File: src/design/ls_pkg.sv
// Load/store package with operation fields, access types and address-space rules
`default_nettype none

package ls_pkg;

  // Width of one load/store operation word
  localparam int LS_OP_W = 15;

  // Single-bit fields of the operation
  localparam int OP_STORE_BIT = 14;
  localparam int OP_UPD_BIT   = 13;
  localparam int OP_WORD_BIT  = 12;
  localparam int OP_HALF_BIT  = 11;

  // Offset field starts at bit 6 and ends at bit 11 for words, bit 10 otherwise
  localparam int OFF_LSB     = 6;
  localparam int OFF_W_WORD  = 6;
  localparam int OFF_W_SMALL = 5;

  // Pointer register select sits in bits 5:3, data register select in bits 2:0
  localparam int PTR_LSB  = 3;
  localparam int DATA_LSB = 0;

  // Datapath and register-file select widths
  localparam int XLEN      = 32;
  localparam int REG_SEL_W = 3;

  // Addresses with this bit set belong to the external bus
  localparam int EXT_SPACE_BIT = 31;

  // Cycles from an accepted load to its register write
  localparam int LOAD_LATENCY = 3;

  // Access size, decoded with the word bit taking precedence over the half bit
  typedef enum logic [1:0] {
    LS_BYTE = 2'd0,
    LS_HALF = 2'd1,
    LS_WORD = 2'd2
  } ls_size_e;

  // Access direction straight from the store bit
  typedef enum logic {
    LS_LOAD  = 1'b0,
    LS_STORE = 1'b1
  } ls_dir_e;

endpackage

`default_nettype wire

File: src/design/dbus_if.sv
// Data bus and register-file port bundles shared by the load/store blocks
`default_nettype none

// No-wait data bus between the issue stage, the data RAM and the load aligner
interface dbus_if import ls_pkg::*; ();

  // Word-aligned address of the access
  logic [XLEN-1:0] addr;
  // One access per cycle with cs high
  logic            cs;
  logic            wr;
  // Byte enables, lane n covers address offset n
  logic [3:0]      mask;
  logic [XLEN-1:0] wdata;
  // Read data, valid in the cycle after a read access
  logic [XLEN-1:0] rdata;

  modport issue (output addr, output cs, output wr, output mask, output wdata);
  modport mem   (input addr, input cs, input wr, input mask, input wdata, output rdata);
  modport align (input rdata);

endinterface

// Register-file read selects, read data and the two load/store write ports
interface regfile_if import ls_pkg::*; ();

  // Combinational read ports for the pointer and store data
  logic [REG_SEL_W-1:0] ptr_sel;
  logic [REG_SEL_W-1:0] store_sel;
  logic [XLEN-1:0]      ptr;
  logic [XLEN-1:0]      store;

  // Pointer write-back from the issue stage
  logic                 upd_vld;
  logic [REG_SEL_W-1:0] upd_sel;
  logic [XLEN-1:0]      upd;

  // Aligned load data from the load pipeline
  logic                 load_vld;
  logic [REG_SEL_W-1:0] load_sel;
  logic [XLEN-1:0]      load;

  modport issue (output ptr_sel, output store_sel, input ptr, input store,
                 output upd_vld, output upd_sel, output upd);
  modport align (output load_vld, output load_sel, output load);
  modport rf    (input ptr_sel, input store_sel, output ptr, output store,
                 input upd_vld, input upd_sel, input upd,
                 input load_vld, input load_sel, input load);

endinterface

`default_nettype wire

File: src/design/ls_issue.sv
// Load/store issue stage that forms the address and sends one bus request per operation
`default_nettype none

module ls_issue import ls_pkg::*; (
  input  logic                 CLK,
  input  logic                 RST,
  input  logic                 op_vld,
  input  logic [LS_OP_W-1:0]   op,
  regfile_if.issue             rf,
  dbus_if.issue                bus,
  output logic                 ext_cs,
  output logic [REG_SEL_W-1:0] ext_tag,
  output logic [XLEN-1:0]      ext_addr,
  output logic                 ext_wr,
  output logic [3:0]           ext_mask,
  output logic [XLEN-1:0]      ext_wdata,
  output logic                 ld_start,
  output ls_size_e             ld_size,
  output logic [1:0]           ld_lane,
  output logic [REG_SEL_W-1:0] ld_sel
);

  ls_size_e             size;
  ls_dir_e              dir;
  logic                 upd;
  logic                 off_neg;
  logic [5:0]           off_field;
  logic [XLEN-1:0]      off_ext;
  logic [XLEN-1:0]      off_scaled;
  logic [XLEN-1:0]      next_ptr;
  logic [XLEN-1:0]      addr;
  logic                 ext_space;
  logic [3:0]           mask;
  logic [XLEN-1:0]      wdata;
  logic [REG_SEL_W-1:0] data_sel;

  // Register reads happen in the issue cycle
  assign rf.ptr_sel   = op[PTR_LSB +: REG_SEL_W];
  assign rf.store_sel = op[DATA_LSB +: REG_SEL_W];
  assign data_sel     = op[DATA_LSB +: REG_SEL_W];

  assign dir = ls_dir_e'(op[OP_STORE_BIT]);
  assign upd = op[OP_UPD_BIT];

  always_comb
  begin
    if (op[OP_WORD_BIT])
      size = LS_WORD;
    else if (op[OP_HALF_BIT])
      size = LS_HALF;
    else
      size = LS_BYTE;
  end

  // Offset is only signed when the pointer is written back
  always_comb
  begin
    if (size == LS_WORD)
    begin
      off_neg   = upd & op[OFF_LSB + OFF_W_WORD - 1];
      off_field = op[OFF_LSB +: OFF_W_WORD];
    end
    else
    begin
      off_neg   = upd & op[OFF_LSB + OFF_W_SMALL - 1];
      off_field = {off_neg, op[OFF_LSB +: OFF_W_SMALL]};
    end
    off_ext = {{(XLEN - 6){off_neg}}, off_field};
  end

  // Scale the offset by the access size
  always_comb
  begin
    case (size)
      LS_WORD: off_scaled = off_ext << 2;
      LS_HALF: off_scaled = off_ext << 1;
      default: off_scaled = off_ext;
    endcase
  end

  assign next_ptr = rf.ptr + off_scaled;

  // Post-increment uses the old pointer, pre-decrement and plain offsets use the sum
  assign addr      = (upd && !off_neg) ? rf.ptr : next_ptr;
  assign ext_space = addr[EXT_SPACE_BIT];

  // Byte enables follow the address, halves sit on the half selected by bit 1
  always_comb
  begin
    case (size)
      LS_WORD: mask = 4'b1111;
      LS_HALF: mask = addr[1] ? 4'b1100 : 4'b0011;
      default: mask = 4'b0001 << addr[1:0];
    endcase
  end

  // Store data is replicated so every lane carries the value
  always_comb
  begin
    case (size)
      LS_WORD: wdata = rf.store;
      LS_HALF: wdata = {2{rf.store[15:0]}};
      default: wdata = {4{rf.store[7:0]}};
    endcase
  end

  // Strobes last one cycle and clear on reset
  always_ff @(posedge CLK or posedge RST)
  begin
    if (RST)
    begin
      bus.cs     <= 1'b0;
      ext_cs     <= 1'b0;
      rf.upd_vld <= 1'b0;
      ld_start   <= 1'b0;
    end
    else
    begin
      bus.cs     <= op_vld & ~ext_space;
      ext_cs     <= op_vld & ext_space;
      rf.upd_vld <= op_vld & upd;
      // Only loads to the data RAM return data to the register file
      ld_start   <= op_vld & ~ext_space & (dir == LS_LOAD);
    end
  end

  // Request payload, pointer update and load descriptor
  always_ff @(posedge CLK)
  begin
    if (op_vld)
    begin
      bus.addr   <= {addr[XLEN-1:2], 2'b00};
      bus.wr     <= (dir == LS_STORE);
      bus.mask   <= mask;
      bus.wdata  <= wdata;
      ext_tag    <= data_sel;
      ext_addr   <= {addr[XLEN-1:2], 2'b00};
      ext_wr     <= (dir == LS_STORE);
      ext_mask   <= mask;
      ext_wdata  <= wdata;
      rf.upd_sel <= op[PTR_LSB +: REG_SEL_W];
      rf.upd     <= next_ptr;
      ld_size    <= size;
      ld_lane    <= addr[1:0];
      ld_sel     <= data_sel;
    end
  end

endmodule

`default_nettype wire

File: src/flat_wrapper.sv
// flat-port wrapper written by rule: the top's interface ports become plain ports
module ls_issue_flat import ls_pkg::*;
  (CLK, RST, op_vld, op, ext_cs, ext_tag, ext_addr, ext_wr, ext_mask, ext_wdata, ld_start, ld_size, ld_lane, ld_sel, rf_ptr_sel, rf_store_sel, rf_ptr, rf_store, rf_upd_vld, rf_upd_sel, rf_upd, bus_addr, bus_cs, bus_wr, bus_mask, bus_wdata);
  regfile_if rf_i ();
  dbus_if bus_i ();
  input  logic CLK;
  input  logic RST;
  input  logic op_vld;
  input  logic [LS_OP_W-1:0] op;
  output logic ext_cs;
  output logic [REG_SEL_W-1:0] ext_tag;
  output logic [XLEN-1:0] ext_addr;
  output logic ext_wr;
  output logic [3:0] ext_mask;
  output logic [XLEN-1:0] ext_wdata;
  output logic ld_start;
  output ls_size_e ld_size;
  output logic [1:0] ld_lane;
  output logic [REG_SEL_W-1:0] ld_sel;
  output wire logic [$bits(rf_i.ptr_sel)-1:0] rf_ptr_sel;
  output wire logic [$bits(rf_i.store_sel)-1:0] rf_store_sel;
  input wire logic [$bits(rf_i.ptr)-1:0] rf_ptr;
  input wire logic [$bits(rf_i.store)-1:0] rf_store;
  output wire logic [$bits(rf_i.upd_vld)-1:0] rf_upd_vld;
  output wire logic [$bits(rf_i.upd_sel)-1:0] rf_upd_sel;
  output wire logic [$bits(rf_i.upd)-1:0] rf_upd;
  output wire logic [$bits(bus_i.addr)-1:0] bus_addr;
  output wire logic [$bits(bus_i.cs)-1:0] bus_cs;
  output wire logic [$bits(bus_i.wr)-1:0] bus_wr;
  output wire logic [$bits(bus_i.mask)-1:0] bus_mask;
  output wire logic [$bits(bus_i.wdata)-1:0] bus_wdata;
  assign rf_ptr_sel = rf_i.ptr_sel;
  assign rf_store_sel = rf_i.store_sel;
  assign rf_i.ptr = rf_ptr;
  assign rf_i.store = rf_store;
  assign rf_upd_vld = rf_i.upd_vld;
  assign rf_upd_sel = rf_i.upd_sel;
  assign rf_upd = rf_i.upd;
  assign bus_addr = bus_i.addr;
  assign bus_cs = bus_i.cs;
  assign bus_wr = bus_i.wr;
  assign bus_mask = bus_i.mask;
  assign bus_wdata = bus_i.wdata;
  ls_issue u_core (.CLK(CLK), .RST(RST), .op_vld(op_vld), .op(op), .rf(rf_i), .bus(bus_i), .ext_cs(ext_cs), .ext_tag(ext_tag), .ext_addr(ext_addr), .ext_wr(ext_wr), .ext_mask(ext_mask), .ext_wdata(ext_wdata), .ld_start(ld_start), .ld_size(ld_size), .ld_lane(ld_lane), .ld_sel(ld_sel));
endmodule
File: config.mk
export PLATFORM = sky130hd
export DESIGN_NAME = ls_issue_flat
export DESIGN_NICKNAME = d
export VERILOG_FILES = /design/src/design/ls_pkg.sv /design/src/design/dbus_if.sv /design/src/design/ls_issue.sv /design/src/flat_wrapper.sv
export SDC_FILE = /design/constraint.sdc
export NUM_CORES = 1
export LEC_CHECK = 0
export BUFFER_PORTS_ARGS = -buffer_cell sky130_fd_sc_hd__buf_2
export CAP_MARGIN = 20
export CORE_MARGIN = 2
export CORE_UTILIZATION = 40
export CTS_BUF_LIST = sky130_fd_sc_hd__clkbuf_2
export DETAILED_ROUTE_END_ITERATION = 6
export PLACE_DENSITY = 0.7
export SLEW_MARGIN = 20
export SYNTH_ARGS = -nofsm -noshare
export SYNTH_HDL_FRONTEND = slang
export SYNTH_SLANG_ARGS = --single-unit
File: constraint.sdc
create_clock -name CLK -period 0.8 [get_ports CLK]
set_input_delay 0 -clock CLK [delete_from_list [all_inputs] [get_ports CLK]]
set_output_delay 0 -clock CLK [all_outputs]
set_load 0.05 [all_outputs]
* Yosys cells after proc, flatten, opt, wreduce, memory -nomap -nowiden
Cells that the tools add are included.
** Storage, ports and cells
- Flip-flop bits (word level) :: 113
- Input bits :: 82
- Output and inout port bits :: 193
- Word-level logic and storage cells :: 36
** Operators by class
- Add/subtract/negate cells :: 1
- Eq/ne operators :: 2
- Shift-type cells :: 1
- Multiplexer cells :: 9
- Bitwise operators :: 8
- Reductions and logical operators :: 2
** Operator list (number)
- one-hot mux 32 bit (2 select lines) :: 1
- adder 32 bit :: 1
- 2-to-1 mux 32 bit :: 1
- one-hot mux 8 bit (2 select lines) :: 1
- one-hot mux 4 bit (2 select lines) :: 1
- bitwise AND 1 bit :: 6
- 2-to-1 mux 6 bit :: 1
- 2-to-1 mux 4 bit :: 1
- << shifter 1 x 2 -> 4 bit (first input constant) :: 1
- equality test 2 x 1 -> 1 bit (second input constant) :: 1
- equality test 2 bit (second input constant) :: 1
- 2-to-1 mux 1 bit :: 2
- 2-to-1 mux 2 bit :: 1
- inverter 1 bit :: 2
- logical AND 1 bit :: 1
- zero test 1 bit :: 1

* Logic depth before layout (Yosys ltp)
Gate-level depths: netlist (run 1).
- Word-level depth :: 10
- Mapped depth :: 14
- Depth with buffers taken out :: 12

* Worst setup path after synthesis (run 1)
OpenSTA, ideal clock, no wires.
- Kind :: input-to-reg
- From :: input op[11]
- To :: register u_core.bus.addr[25], data pin
- Setup time :: 260 ps
- Data arrival time :: 2953 ps
- Slack :: -2413 ps
- Cell stages on the path :: 14
- Cell sequence :: clkbuf_1 -> nand2_1 -> nand2_1 -> nand2_1 -> inv_1 -> ha_1 -> buf_6 -> a21oi_4 -> o21ai_1 -> a221o_1 -> a221o_1 -> a31oi_4 -> xnor2_1 -> mux2_4
** Between the ends
- Cells in the longest elaborated chain, start to end :: 7
** RTL lines
- start: declaration :: RTL line flat_wrapper.sv:9 : input logic [LS_OP_W-1:0] op;
- 2-to-1 mux 1 bit :: RTL line ls_issue.sv:49 : else if (op[OP_HALF_BIT])
- 2-to-1 mux 2 bit :: RTL line ls_issue.sv:47 : if (op[OP_WORD_BIT])
- equality test 2 bit :: RTL line ls_issue.sv:58, ls_issue.sv:74
- 2-to-1 mux 6 bit / 2-to-1 mux 1 bit (equally long branches) :: RTL line ls_issue.sv:58 : if (size == LS_WORD)
- one-hot mux 8 bit (2 select lines) :: RTL line ls_issue.sv:74 : case (size)
- adder 32 bit (*) :: RTL line ls_issue.sv:81 : assign next_ptr = rf.ptr + off_scaled;
- via u_core.next_ptr[25] :: RTL line ls_issue.sv:30 : logic [XLEN-1:0] next_ptr;
- 2-to-1 mux 32 bit (*) :: RTL line ls_issue.sv:84 : assign addr = (upd && !off_neg) ? rf.ptr : next_ptr;
- via u_core.addr[25] :: RTL line ls_issue.sv:31 : logic [XLEN-1:0] addr;
- end: declaration :: RTL line dbus_if.sv:18 : modport issue (output addr, output cs, output wr, output mask, output wdata);
The timed path passes the listed nets; every way through them passes the cells marked *.
A chain may end at the register's enable or synchronous reset.

* Worst setup path in the final report (run 1)
- From :: input op[12]
- To :: register u_core.ld_start
** Between the ends
- Cells in the longest elaborated chain, start to end :: 9
** RTL lines
- 2-to-1 mux 2 bit (*) :: RTL line ls_issue.sv:47
- equality test 2 bit :: RTL line ls_issue.sv:58, ls_issue.sv:74
- 2-to-1 mux 6 bit / 2-to-1 mux 1 bit (equally long branches) :: RTL line ls_issue.sv:58
- one-hot mux 8 bit (2 select lines) / zero test 1 bit (equally long branches) :: RTL line ls_issue.sv:74, ls_issue.sv:84
- adder 32 bit / logical AND 1 bit (equally long branches) :: RTL line ls_issue.sv:81, ls_issue.sv:84
- 2-to-1 mux 32 bit (*) :: RTL line ls_issue.sv:84
- inverter 1 bit (*) :: RTL line ls_issue.sv:123 : ld_start <= op_vld & ~ext_space & (dir == LS_LOAD);
- bitwise AND 1 bit (*) (2 in a row) :: RTL line ls_issue.sv:123
- end signal: assignment :: RTL line ls_issue.sv:123
- end: declaration :: RTL line ls_issue.sv:17 : output logic ld_start,
Every way passes the cells marked *; elsewhere a longest branch is shown, timed or not.

==> summary.txt, run 1 <==
Clock tree
  • Clock input transition at the sequential cells of the worst setup and hold paths: ~190 ps
  • Clock tree from TritonCTS: built
  • Total clock sinks: roughly 110
  • Root buffer cell: sky130_fd_sc_hd__clkbuf_2
  • Worst-case clock buffer depth: 2
  • Inserted Clock Buffers: 17
  • CTS H-tree lvls: 4

Synth
  • Post-Syn Area: about 7000 um^2
  • Sequential share of the synthesized area: around half
  • Primary flip-flop cell chosen by synthesis mapping: sky130_fd_sc_hd__edfxtp_1
  • Yosys warnings: 0
  • Average instance area after synthesis: between 10 and 15 um^2
  • Asr flop ratio synth: under 10%
  • Number of synthesized register bits: 113
  • Unique masters post-synth: 56
  • Synthesized instance count: about 620
  • Number of enable flip-flop cells after synthesis: 109

Cells and area
  • Final non-filler cell total: ~1300
  • Post-layout instance area: 12800 um^2
  • Commonest non-fill, non-tap cell in the layout: sky130_fd_sc_hd__buf_6
  • Fraction of layout instances using a drive strength above 1: between 50% and 60%
  • Post-layout net count: roughly 1200
  • Area growth from synthesis to layout: 88.0%
  • Most used cells in the layout excluding fill and tap cells: 216 x sky130_fd_sc_hd__buf_6, 143 x sky130_fd_sc_hd__buf_4, 109 x sky130_fd_sc_hd__edfxtp_1, 88 x sky130_fd_sc_hd__dlygate4sd3_1, 84 x sky130_fd_sc_hd__buf_2

Timing
  • Period utilization: 275%
  • Fin Hold WS: -411 ps
  • Unrepaired setup endpoints after global routing: true
  • Sum Neg Setup Slack: -196540 ps
  • Least-Margin Pin Slew: about 860 ps
  • Least setup slack across all paths after layout: -1400 ps
  • # setup viols final: 368
  • Max Fclk: 454 MHz
  • Slew headroom: 42.4%
  • Post-layout min period: roughly 2200 ps
  • Max-slew violation count: 0
  • Hold violation total from the final report: 22

Power and ir drop
  • Clock network power share: between 10% and 20%
  • Proportion of total power due to net switching: about 43%
  • Cell-internal power: 0.0145 W
  • Worst voltage drop across the vdd grid: between 1000 and 1500 uV
  • Total power of the final layout: 0.0254 W
  • Sequential cell fraction of total power: 31.9%
  • Pwr per Cell Area: approximately 2000 nW/um^2
  • Net switching component of the power: ~0.011 W
  • Leak pwr: between 5 and 6 nW
  • Comb power frac: approximately half

Outcome
  • Result of the run: finished, violations left
  • Failing checks: negative hold slack, negative setup slack

Worst setup path
  • Crit path max-delay family: compound AO/OA/AOI/OAI gates
  • CP max-delay cell: sky130_fd_sc_hd__mux2i_4
  • Critical path data arrival time: roughly 2800 ps
  • Start-to-end type of the worst setup path: input pin to register
  • Critical Path Fanout Max: 8
  • Type of element launching the critical path: input pin
  • Critical path buffer and inverter count: 3
  • Required time reported for the critical path endpoint: ~1400 ps
  • Cell breakdown of the critical path: buf_8 > nand2b_4 > nand2_4 > nand2_4 > clkinvlp_4 > buf_4 > ha_1 > a21oi_1 > o21ai_1 > o21ai_0 > a21oi_1 > a211oi_4 > mux2i_4 > mux2_4
  • Worst Setup SP: op[12]
  • Biggest cell delay along the critical path: 360 ps
  • Type of destination of the critical path: register

Global routing
  • Global-route met2 utilization: roughly half
  • Pin count of the biggest net entering global routing: 32
  • GRT Residual Overflow: 0
  • Global routing met1 resource utilization: a little under a third
  • Number of antenna violations at the first check in global routing: 1
  • Global-route total usage across every layer: 26.9%
  • First-pass GRT wire length: 37200 um
  • Met3 track demand over resource in global routing: 5.59%
  • Via count of the first global-routing pass: 6953
  • Layer with the highest usage: met2

Floorplan
  • Die Footprint: 18100 um^2
  • Core Region: between 15000 and 20000 um^2
  • Vert. Die Dim: 135 um
  • Horizontal extent of the die: ~130 um
  • Initial Utilization: 41.0%
  • Standard-cell row count: between 40 and 50
  • Number of top-level design ports: around 280

Worst hold path
  • Beginning of the worst hold path: rf_ptr[6]
  • Number of cells traversed by the worst hold path: 3
  • Worst min-delay path category: input pin to register
  • Hold Crit Endpoint: u_core.bus.addr[6]

Route
  • Vias per inst: about 5.2
  • Number of remaining DRC errors: 0
  • Total Routed Length: 26500 um
  • Starting DRT DRC Count: a little under 500
  • Remaining antenna violation count: 0
  • Detailed Routing Iterations Pass 1: 7
  • Overall via count from detail_route: 6908
  • Routed wire per std cell: between 20 and 25 um

Placed design
  • Area of placed instances: between 8000 and 9000 um^2
  • Count of placed standard cells including taps: approximately 1100
  • Number of input and output port buffers inserted: 270
  • Detailed placer's ending HPWL: about 15000 um
  • GP Congestion: just under 0.9

Job
  • Number of maximum-capacitance constraint violations: 0
==> worst max path at each step <==
stage	to	slack [ps]	cells after the start
CTS	u_core.bus.addr[25]	-1230	15
global route	u_core.bus.cs	-1480	15
floorplan	u_core.bus.addr[25]	-2200	14
detailed placement	u_core.bus.addr[25]	-2220	14
finish	u_core.ld_start	-1400	14
global placement	u_core.bus.addr[25]	-2150	14
==> cell usage after synthesis (2+ instances only) <==
cell	instances	area [um^2]
sky130_fd_sc_hd__a211oi_1	3	22.5
sky130_fd_sc_hd__a21o_1	8	60.1
sky130_fd_sc_hd__a21oi_1	38	190
sky130_fd_sc_hd__a21oi_2	3	26.3
sky130_fd_sc_hd__a221o_1	2	20.0
sky130_fd_sc_hd__a31oi_1	4	25.0
sky130_fd_sc_hd__and2_1	5	31.3
sky130_fd_sc_hd__and3_1	3	18.8
sky130_fd_sc_hd__buf_1	2	7.51
sky130_fd_sc_hd__buf_2	5	25.0
sky130_fd_sc_hd__buf_4	80	601
sky130_fd_sc_hd__clkbuf_1	12	45.0
sky130_fd_sc_hd__dfrtp_1	4	100
sky130_fd_sc_hd__edfxtp_1	109	3270
sky130_fd_sc_hd__ha_1	31	388
sky130_fd_sc_hd__inv_1	19	71.3
sky130_fd_sc_hd__mux2_2	27	304
sky130_fd_sc_hd__mux2_4	2	30.0
sky130_fd_sc_hd__mux2i_1	16	160
sky130_fd_sc_hd__nand2_1	88	330
sky130_fd_sc_hd__nand2b_1	3	18.8
sky130_fd_sc_hd__nand3_1	2	10.0
sky130_fd_sc_hd__nand4_1	8	50.1
sky130_fd_sc_hd__nor2_1	29	109
sky130_fd_sc_hd__nor2b_1	2	12.5
sky130_fd_sc_hd__nor3_1	5	25.0
sky130_fd_sc_hd__nor4_1	2	12.5
sky130_fd_sc_hd__o211ai_1	2	15.0
sky130_fd_sc_hd__o21a_1	2	15.0
sky130_fd_sc_hd__o21ai_0	31	155
sky130_fd_sc_hd__o21ai_1	9	45.0
sky130_fd_sc_hd__o21bai_1	10	75.1
sky130_fd_sc_hd__o221ai_1	2	17.5
sky130_fd_sc_hd__o31ai_1	3	22.5
sky130_fd_sc_hd__xnor2_1	18	158
sky130_fd_sc_hd__xor2_1	13	114
==> final cells by class <==
class | instances | area, um^2
Clock buffer | 17 | 85.1
Antenna cell | 1 | 2.50
Timing Repair Buffer | 541 | 4980
Clock inverter | 15 | 185
Inverter | 19 | 75.1
Multi-Input combinational cell | 393 | 3860
Fill cell | 938 | 3810
Sequential cell | 113 | 3370
Tap cell | 220 | 275
==> sequential cells by signal, summed over array words and instances, names as in the netlist, 2 cells and up <==
name and count:
u_core.rf.upd 32, u_core.bus.addr 30, u_core.rf.upd_sel 3, u_core.ext_tag 3, u_core.bus.wdata 32, u_core.ld_lane 2, u_core.ld_size 2, u_core.bus.mask 4
==> layer usage <==
| layer | vias to the layer above | routed length (um) |
|---|---|---|
| met5 | - | 0 |
| met4 | 0 | 931 |
| met3 | 78 | 1630 |
| met2 | 358 | 14200 |
| met1 | 3378 | 9710 |
| li1 | 3094 | - |
==> repair_timing <==
| action | 4_1_cts | 5_1_grt |
|---|---|---|
| cloned | 1 | 0 |
| gates resized for setup | 524 | 81 |
| pin swaps | 70 | 86 |
| setup buffers | 30 | 25 |
| hold buffers | 87 | 8 |
| endpoints found under the setup margin | 250 | 376 |
| hold endpoints to repair | 221 | 152 |
==> power groups by stage <==
stage,Combinational (W),Sequential [W],Clock (W)
floorplan,0.00457,0.0106,0
global placement,0.00913,0.00789,0
detailed placement,0.00921,0.00789,0
CTS,0.0119,0.00807,0.00435
global route,0.0134,0.00817,0.00468
finish,0.0129,0.00811,0.00439
==> cells by family after synthesis <==
group	Yosys count	synth area share [%]
AND/OR/NAND/NOR	150	9.40
AO/OA/AOI/OAI	130	12.5
buffers and inverters	119	11.1
flip-flops	113	49.4
multiplexers	46	7.57
adder cells (fa/ha/maj)	32	5.97
XOR/XNOR	31	3.98
other	1	0.0549
==> per-stage QoR <==
stage          worst slack, ps  util, %
2_1_floorplan            -2200        -
3_3_place_gp             -2150     54.0
3_5_place_dp             -2220     54.0
4_1_cts                  -1230     73.7
5_1_grt                  -1480     77.1
6_report                 -1400     77.1
==> tightest hold or removal path, stage by stage <==
cell and delay (ps):
sky130_fd_sc_hd__buf_2 100, sky130_fd_sc_hd__nand2_1 50, sky130_fd_sc_hd__nand2_1 60
No activity file was read; power rests on OpenSTA's default activity.
==> run 2: changes to the inputs <==
- ABC_AREA: not set -> 1
- PLACE_DENSITY: 0.7 -> 0.69
==> summary.txt, run 2 <==
Synth
  • Yosys warnings: 0 (unchanged)
  • Synthesized instance count: 808 (+30%)
  • Asr flop ratio synth: 3.54% (unchanged)
  • Sequential share of the synthesized area: 47.5% (-1.9 points)
  • Primary flip-flop cell chosen by synthesis mapping: sky130_fd_sc_hd__edfxtp_1
  • Most instantiated library cell after synthesis: sky130_fd_sc_hd__nand2_1
  • Cell type with the largest total area after synthesis: sky130_fd_sc_hd__edfxtp_1
  • Post-Syn Area: 7100 um^2 (+4.0%)
  • Unique masters post-synth: 41 (-27%)
  • Top-area cell type share of the netlist area: 46.1% (-1.9 points)
  • Number of synthesized register bits: 113 (unchanged)
  • Largest cells by area after synthesis: sky130_fd_sc_hd__edfxtp_1 46%, sky130_fd_sc_hd__nand2_1 14%, sky130_fd_sc_hd__buf_4 8.7%, sky130_fd_sc_hd__ha_1 5.5%, sky130_fd_sc_hd__inv_1 2.9%
  • Commonest cells post-synth: 270 x sky130_fd_sc_hd__nand2_1, 109 x sky130_fd_sc_hd__edfxtp_1, 82 x sky130_fd_sc_hd__buf_4
  • Number of enable flip-flop cells after synthesis: 109 (unchanged)
  • Average instance area after synthesis: 8.79 um^2 (-20%)

Power and ir drop
  • Worst voltage drop across the vdd grid: 1250 uV (-5.0%)
  • Net switching component of the power: 0.0123 W (+13%)
  • Comb power frac: 54.4% (+3.6 points)
  • Sequential cell fraction of total power: 30.0% (-1.9 points)
  • Clock network power share: 15.6% (-1.7 points)
  • Proportion of total power due to net switching: 45.5% (+2.7 points)
  • Leak pwr: 6.37 nW (+13%)
  • Pwr per Cell Area: 1920 nW/um^2 (-3.0%)
  • Cell-internal power: 0.0148 W (+1.6%)

Global routing
  • Global-route total usage across every layer: 30.0% (+3.1 points)
  • Pin count of the biggest net entering global routing: 25 (-22%)
  • Via count of the first global-routing pass: 7982 (+15%)
  • GRT Residual Overflow: 0 (unchanged)
  • First-pass GRT wire length: 42200 um (+14%)
  • Number of antenna violations at the first check in global routing: 3 (+2)

Placed design
  • Detailed placer's ending HPWL: 17500 um (+17%)
  • Number of input and output port buffers inserted: 270 (unchanged)
  • Minimum setup slack after placement: -1580 ps (+638 ps)
  • GP Congestion: 0.897 (+1.5%)
  • Area of placed instances: 9390 um^2 (+4.5%)

Route
  • Wire length on met2: 17300 um (+22%)
  • Total Routed Length: 34000 um (+28%)
  • Starting DRT DRC Count: 658 (+35%)
  • Detailed Routing Iterations Pass 1: 6 (-1)
  • Routed wire per std cell: 22.4 um (+11%)
  • Number of remaining DRC errors: 0 (unchanged)
  • Met3 WL: 2550 um (+57%)
  • Uppermost metal layer occupied by signal nets: met4
  • Overall via count from detail_route: 8348 (+21%)
  • Sum of routed wire segments on met1: 11400 um (+17%)
  • Remaining antenna violation count: 0 (unchanged)
  • Vias per inst: 5.50 (+4.9%)

Worst setup path
  • Critical path data arrival time: 2210 ps (-630 ps)
  • Type of element launching the critical path: input pin
  • Required time reported for the critical path endpoint: 1300 ps (-140 ps)
  • Critical Path Fanout Max: 8 (unchanged)
  • Type of destination of the critical path: register
  • Start-to-end type of the worst setup path: input pin to register

Cells and area
  • Area growth from synthesis to layout: 98.4%
  • Post-layout instance area: 14100 um^2 (+9.8%)
  • Largest registers: u_core.bus.wdata: 32 flops, u_core.rf.upd: 32 flops, u_core.bus.addr: 30 flops
  • Commonest non-fill, non-tap cell in the layout: sky130_fd_sc_hd__buf_6
  • Post-layout net count: 1391 (+16%)
  • Most used cells in the layout excluding fill and tap cells: 239 x sky130_fd_sc_hd__buf_6, 177 x sky130_fd_sc_hd__nand2_1, 114 x sky130_fd_sc_hd__buf_4, 109 x sky130_fd_sc_hd__edfxtp_1, 85 x sky130_fd_sc_hd__dlygate4sd3_1
  • Fraction of layout instances using a drive strength above 1: 61.6% (+2.3 points)

Outcome
  • Result of the run: finished, violations left
  • Failing checks: negative hold slack, negative setup slack

Floorplan
  • Die Footprint: 18800 um^2 (+3.9%)
  • Number of top-level design ports: 275 (unchanged)
  • Standard-cell row count: 48 (+2.1%)
  • Horizontal extent of the die: 137 um (+1.9%)
  • Initial Utilization: 40.9% (-0.10 points)
  • Core Region: 17400 um^2 (+4.3%)
  • Vert. Die Dim: 137 um (+1.9%)

Clock tree
  • Clock input transition at the sequential cells of the worst setup and hold paths: 190 ps (about the same)
  • Worst-case clock buffer depth: 2 (unchanged)
  • Total clock sinks: 113 (unchanged)
  • Inserted Clock Buffers: 17 (unchanged)
  • Clock tree from TritonCTS: built
  • Root buffer cell: sky130_fd_sc_hd__clkbuf_2
  • CTS H-tree lvls: 4 (unchanged)

Timing
  • Max Fclk: 583 MHz (+28%)
  • Max-slew violation count: 0 (unchanged)
  • Unrepaired setup endpoints after global routing: true
  • Period utilization: 214% (-61 points)
  • Least setup slack across all paths after layout: -914 ps (+487 ps)
  • # setup viols final: 260 (-29%)
  • Post-layout min period: 1710 ps (-487 ps)
  • Fin Hold WS: -393 ps (+18.5 ps)
  • Sum Neg Setup Slack: -149620 ps (+46910 ps)
  • Hold violation total from the final report: 26 (+18%)

Job
  • Number of maximum-capacitance constraint violations: 0 (unchanged)

Worst hold path
  • Number of cells traversed by the worst hold path: 3 (unchanged)
  • Worst min-delay path category: input pin to register
[run 2: kinds of logic after synthesis]
family	after synthesis	share of synthesized area [%]
xor+xnor	18	2.54
other cells	1	0.0528
compound gates	72	5.83
buf+inv	157	12.7
flops	113	47.5
simple gates	415	25.6
fa+ha+maj	32	5.74
[run 2: layout make-up]
class | count | area, um^2
inverters | 64 | 294
repair buffers | 540 | 5160
multi-input cells | 541 | 4730
diodes | 4 | 10.0
clock buffers | 17 | 85.1
fillers | 829 | 3260
clock inverters | 15 | 161
flip-flops and latches | 113 | 3370
well taps | 225 | 282
[run 2: worst max-delay path: stages]
cell and delay [ps]:
sky130_fd_sc_hd__buf_12 120, sky130_fd_sc_hd__clkinv_8 70, sky130_fd_sc_hd__nand2_8 80, sky130_fd_sc_hd__buf_6 100
sky130_fd_sc_hd__o21ai_4 60, sky130_fd_sc_hd__a31oi_4 190, sky130_fd_sc_hd__ha_4 200, sky130_fd_sc_hd__nand2_1 60
sky130_fd_sc_hd__nand2_1 290, sky130_fd_sc_hd__a21oi_4 160, sky130_fd_sc_hd__buf_4 170, sky130_fd_sc_hd__nand2_4 90
sky130_fd_sc_hd__nand4_1 190, sky130_fd_sc_hd__nand2_1 140, sky130_fd_sc_hd__nand2_2 80, sky130_fd_sc_hd__and2_1 170
[run 2: power groups by stage]
stage / clock network, W / registers (W) / logic (W)
3_5_place_dp: 0 / 0.00788 / 0.00972
2_1_floorplan: 0 / 0.0106 / 0.00482
6_report: 0.00423 / 0.00812 / 0.0147
3_3_place_gp: 0 / 0.00787 / 0.00964
4_1_cts: 0.00415 / 0.00805 / 0.0129
5_1_grt: 0.00453 / 0.00818 / 0.0152
[run 2: per-layer routing]
metal | track usage [%] | vias up
met2 | 54.7 | 631
met4 | 17.8 | 0
met5 | 0 | -
met3 | 5.15 | 197
li1 | - | 3526
met1 | 32.5 | 3994
[run 2: worst paths after layout]
| kind | slack, ps | endpoint | from |
|---|---|---|---|
| setup / recovery | -910 | u_core.rf.upd[25] | op[12] |
| hold / removal | -390 | u_core.bus.addr[8] | rf_ptr[8] |
| max in group asynchronous | 330 | u_core.ext_cs | RST |
| min in group asynchronous | 280 | u_core.rf.upd_vld | RST |
[run 2: timing repair]
action / CTS / global route
buffers inserted: 43 / 28
setup endpoints to repair: 251 / 270
hold buffers: 93 / 10
resized for setup: 622 / 205
cloned: 1 / 0
hold endpoints to repair: 217 / 47
pin swaps: 117 / 144
[run 2: stage by stage]
stage,std cells,power (W),utilization [%],hold slack [ps]
6_report,1519,0.0271,81.2,-393
3_5_place_dp,1336,0.0176,54.1,-82.2
2_1_floorplan,811,0.0154,-,-234
3_3_place_gp,1336,0.0175,54.1,-77.4
4_1_cts,1498,0.0251,75.5,-451
5_1_grt,1517,0.0279,81.2,-425
==> run 3: changes to the inputs <==
- BUFFER_PORTS_ARGS: -buffer_cell sky130_fd_sc_hd__buf_2 -> not set
- DONT_BUFFER_PORTS: not set -> 1
- PLACE_DENSITY: 0.69 -> 0.55
==> summary.txt, run 3 (same netlist as run 2, synthesis figures left out) <==
Clock tree
  • Inserted Clock Buffers: 17 (unchanged)
  • Clock tree from TritonCTS: built
  • CTS H-tree lvls: 4 (unchanged)
  • Clock input transition at the sequential cells of the worst setup and hold paths: 200 ps (about the same)
  • Root buffer cell: sky130_fd_sc_hd__clkbuf_2
  • Worst-case clock buffer depth: 2 (unchanged)
  • Total clock sinks: 113 (unchanged)

Cells and area
  • Largest registers: u_core.bus.wdata: 32 flops, u_core.rf.upd: 32 flops, u_core.bus.addr: 30 flops
  • Commonest non-fill, non-tap cell in the layout: sky130_fd_sc_hd__nand2_1
  • Post-layout net count: 1233 (-11%)
  • Area growth from synthesis to layout: 84.7%
  • Most used cells in the layout excluding fill and tap cells: 182 x sky130_fd_sc_hd__nand2_1, 109 x sky130_fd_sc_hd__edfxtp_1, 104 x sky130_fd_sc_hd__buf_4, 103 x sky130_fd_sc_hd__buf_6, 96 x sky130_fd_sc_hd__dlygate4sd3_1
  • Post-layout instance area: 13100 um^2 (-6.9%)
  • Fraction of layout instances using a drive strength above 1: 54.4% (-7.1 points)
  • Final non-filler cell total: 1358 (-11%)

Timing
  • Unrepaired setup endpoints after global routing: true
  • Hold violation total from the final report: 154 (+490%)
  • Post-layout min period: 1520 ps (-195 ps)
  • # setup viols final: 265 (+1.9%)
  • Period utilization: 190% (-24 points)
  • Max-slew violation count: 0 (unchanged)
  • Least setup slack across all paths after layout: -719 ps (+195 ps)
  • Max Fclk: 658 MHz (+13%)
  • Sum Neg Setup Slack: -136630 ps (+12990 ps)
  • Fin Hold WS: -623 ps (-231 ps)

Power and ir drop
  • Leak pwr: 5.71 nW (-10%)
  • Worst voltage drop across the vdd grid: 1120 uV (-11%)
  • Pwr per Cell Area: 1930 nW/um^2 (+0.38%)

Worst setup path
  • Cell breakdown of the critical path: clkinvlp_4 > buf_6 > nor2_4 > a221oi_2 > ha_2 > nand2_2 > nand2_2 > o21ai_4 > buf_6 > o21ai_4 > nand2_2 > nand2_4 > nand3_2 > nand2_1 > nand2_1 > and2_1
  • Critical path data arrival time: 2030 ps (-180 ps)
  • Biggest cell delay along the critical path: 400 ps (+110 ps)
  • CP max-delay cell: sky130_fd_sc_hd__ha_2
  • Critical path's most frequent cell: sky130_fd_sc_hd__nand2_2
  • Critical Path Fanout Max: 5 (-3)
  • Required time reported for the critical path endpoint: 1310 ps (about the same)
  • Type of element launching the critical path: input pin
  • Start-to-end type of the worst setup path: input pin to register
  • Type of destination of the critical path: register

Job
  • Number of maximum-capacitance constraint violations: 0 (unchanged)

Route
  • Starting DRT DRC Count: 298 (-55%)
  • Vias per inst: 4.98 (-9.4%)
  • Overall via count from detail_route: 6759 (-19%)
  • Number of remaining DRC errors: 0 (unchanged)
  • Detailed Routing Iterations Pass 1: 4 (-2)
  • Routed wire per std cell: 18.7 um (-16%)
  • Remaining antenna violation count: 0 (unchanged)
  • Total Routed Length: 25400 um (-25%)

Worst hold path
  • Worst min-delay path category: input pin to register
  • Number of cells traversed by the worst hold path: 0 (-3)
  • Beginning of the worst hold path: op_vld
  • Hold Crit Endpoint: u_core.bus.addr[28]

Floorplan
  • Initial Utilization: 40.9% (unchanged)
  • Die Footprint: 18800 um^2 (unchanged)
  • Vert. Die Dim: 137 um (unchanged)
  • Core Region: 17400 um^2 (unchanged)
  • Number of top-level design ports: 275 (unchanged)
  • Horizontal extent of the die: 137 um (unchanged)
  • Standard-cell row count: 48 (unchanged)

Global routing
  • First-pass GRT wire length: 37400 um (-11%)
  • Global-route total usage across every layer: 26.5% (-3.5 points)
  • Number of antenna violations at the first check in global routing: 1 (-2)
  • Pin count of the biggest net entering global routing: 113 (+350%)
  • Via count of the first global-routing pass: 6986 (-12%)
  • GRT Residual Overflow: 0 (unchanged)

Placed design
  • Minimum setup slack after placement: -1570 ps (+6.04 ps)
  • Number of input and output port buffers inserted: 0 (-100%)
  • GP Congestion: 0.887 (-1.1%)
  • Detailed placer's ending HPWL: 17100 um (-2.6%)
  • Count of placed standard cells including taps: 1178 (-12%)
  • Area of placed instances: 9590 um^2 (+2.1%)

Outcome
  • Failing checks: negative hold slack, negative setup slack
  • Result of the run: finished, violations left
run 3: changes by cell type in the layout (fill, tap and decap cells not counted), moves of 4 or more:
| cell | delta |
|---|---|
| sky130_fd_sc_hd__nor2_4 | -9 |
| sky130_fd_sc_hd__dlygate4sd3_1 | +11 |
| sky130_fd_sc_hd__buf_2 | -83 |
| sky130_fd_sc_hd__nor2_2 | +7 |
| sky130_fd_sc_hd__buf_6 | -136 |
| sky130_fd_sc_hd__nand2_1 | +5 |
| sky130_fd_sc_hd__buf_12 | +55 |
| sky130_fd_sc_hd__buf_4 | -10 |
| sky130_fd_sc_hd__inv_2 | +4 |
run 3: per-layer routing:
metal	up-vias	wire, um	GRT usage, %
met1	3220	10100	31.6
li1	3213	-	-
met3	68	1300	5.59
met4	0	941	10.1
met5	-	0	0
met2	258	13100	46.8
run 3: worst max path at each step:
stage | start | endpoint | slack [ps]
3_5_place_dp | op[10] | u_core.bus.addr[11] | -1570
3_3_place_gp | op[10] | u_core.rf.upd[11] | -1560
2_1_floorplan | op[12] | u_core.rf.upd[28] | -1190
6_report | op[11] | u_core.rf.upd[30] | -720
4_1_cts | u_core.bus.addr[28] | bus_addr[28] | -620
5_1_grt | op[11] | u_core.bus.addr[30] | -750
run 3: through the flow:
stage                     total power (W)  util [%]
after global placement             0.0183      55.3
after CTS                          0.0245      71.1
after global routing               0.0263      75.6
after floorplan                    0.0154         -
after detailed placement           0.0184      55.3
final                              0.0253      75.6
run 3: cell type report:
cell class,instances,area [um^2]
timing repair buffer,381,4400
clock inverter,15,160
antenna,1,2.50
tap,225,282
timing repair inverter,1,16.3
multi-input combinational,541,4530
clock buffer,17,85.1
fill,1101,4240
sequential,113,3370
inverter,64,265
run 3: worst max-delay path, delay by kind of cell:
kind                       cells  cell delay [ps]
AOI/OAI and AO/OA              3              340
and+or+nand+nor                9              930
buffers and inverters          3              350
adders and majority gates      1              400
run 3: repair_timing:
action / in CTS / in global routing
gates cloned: 1 / 0
endpoints found under the hold margin: 226 / 175
buffers inserted: 35 / 27
hold buffers: 94 / 10
resized for setup: 318 / 138
pin swaps: 96 / 95
setup endpoints to repair: 249 / 267
run 3: power breakdown:
part / switching, W / internal (W)
sequential: 0.000515 / 0.00749
combinational: 0.00791 / 0.00539
clock: 0.00253 / 0.00146
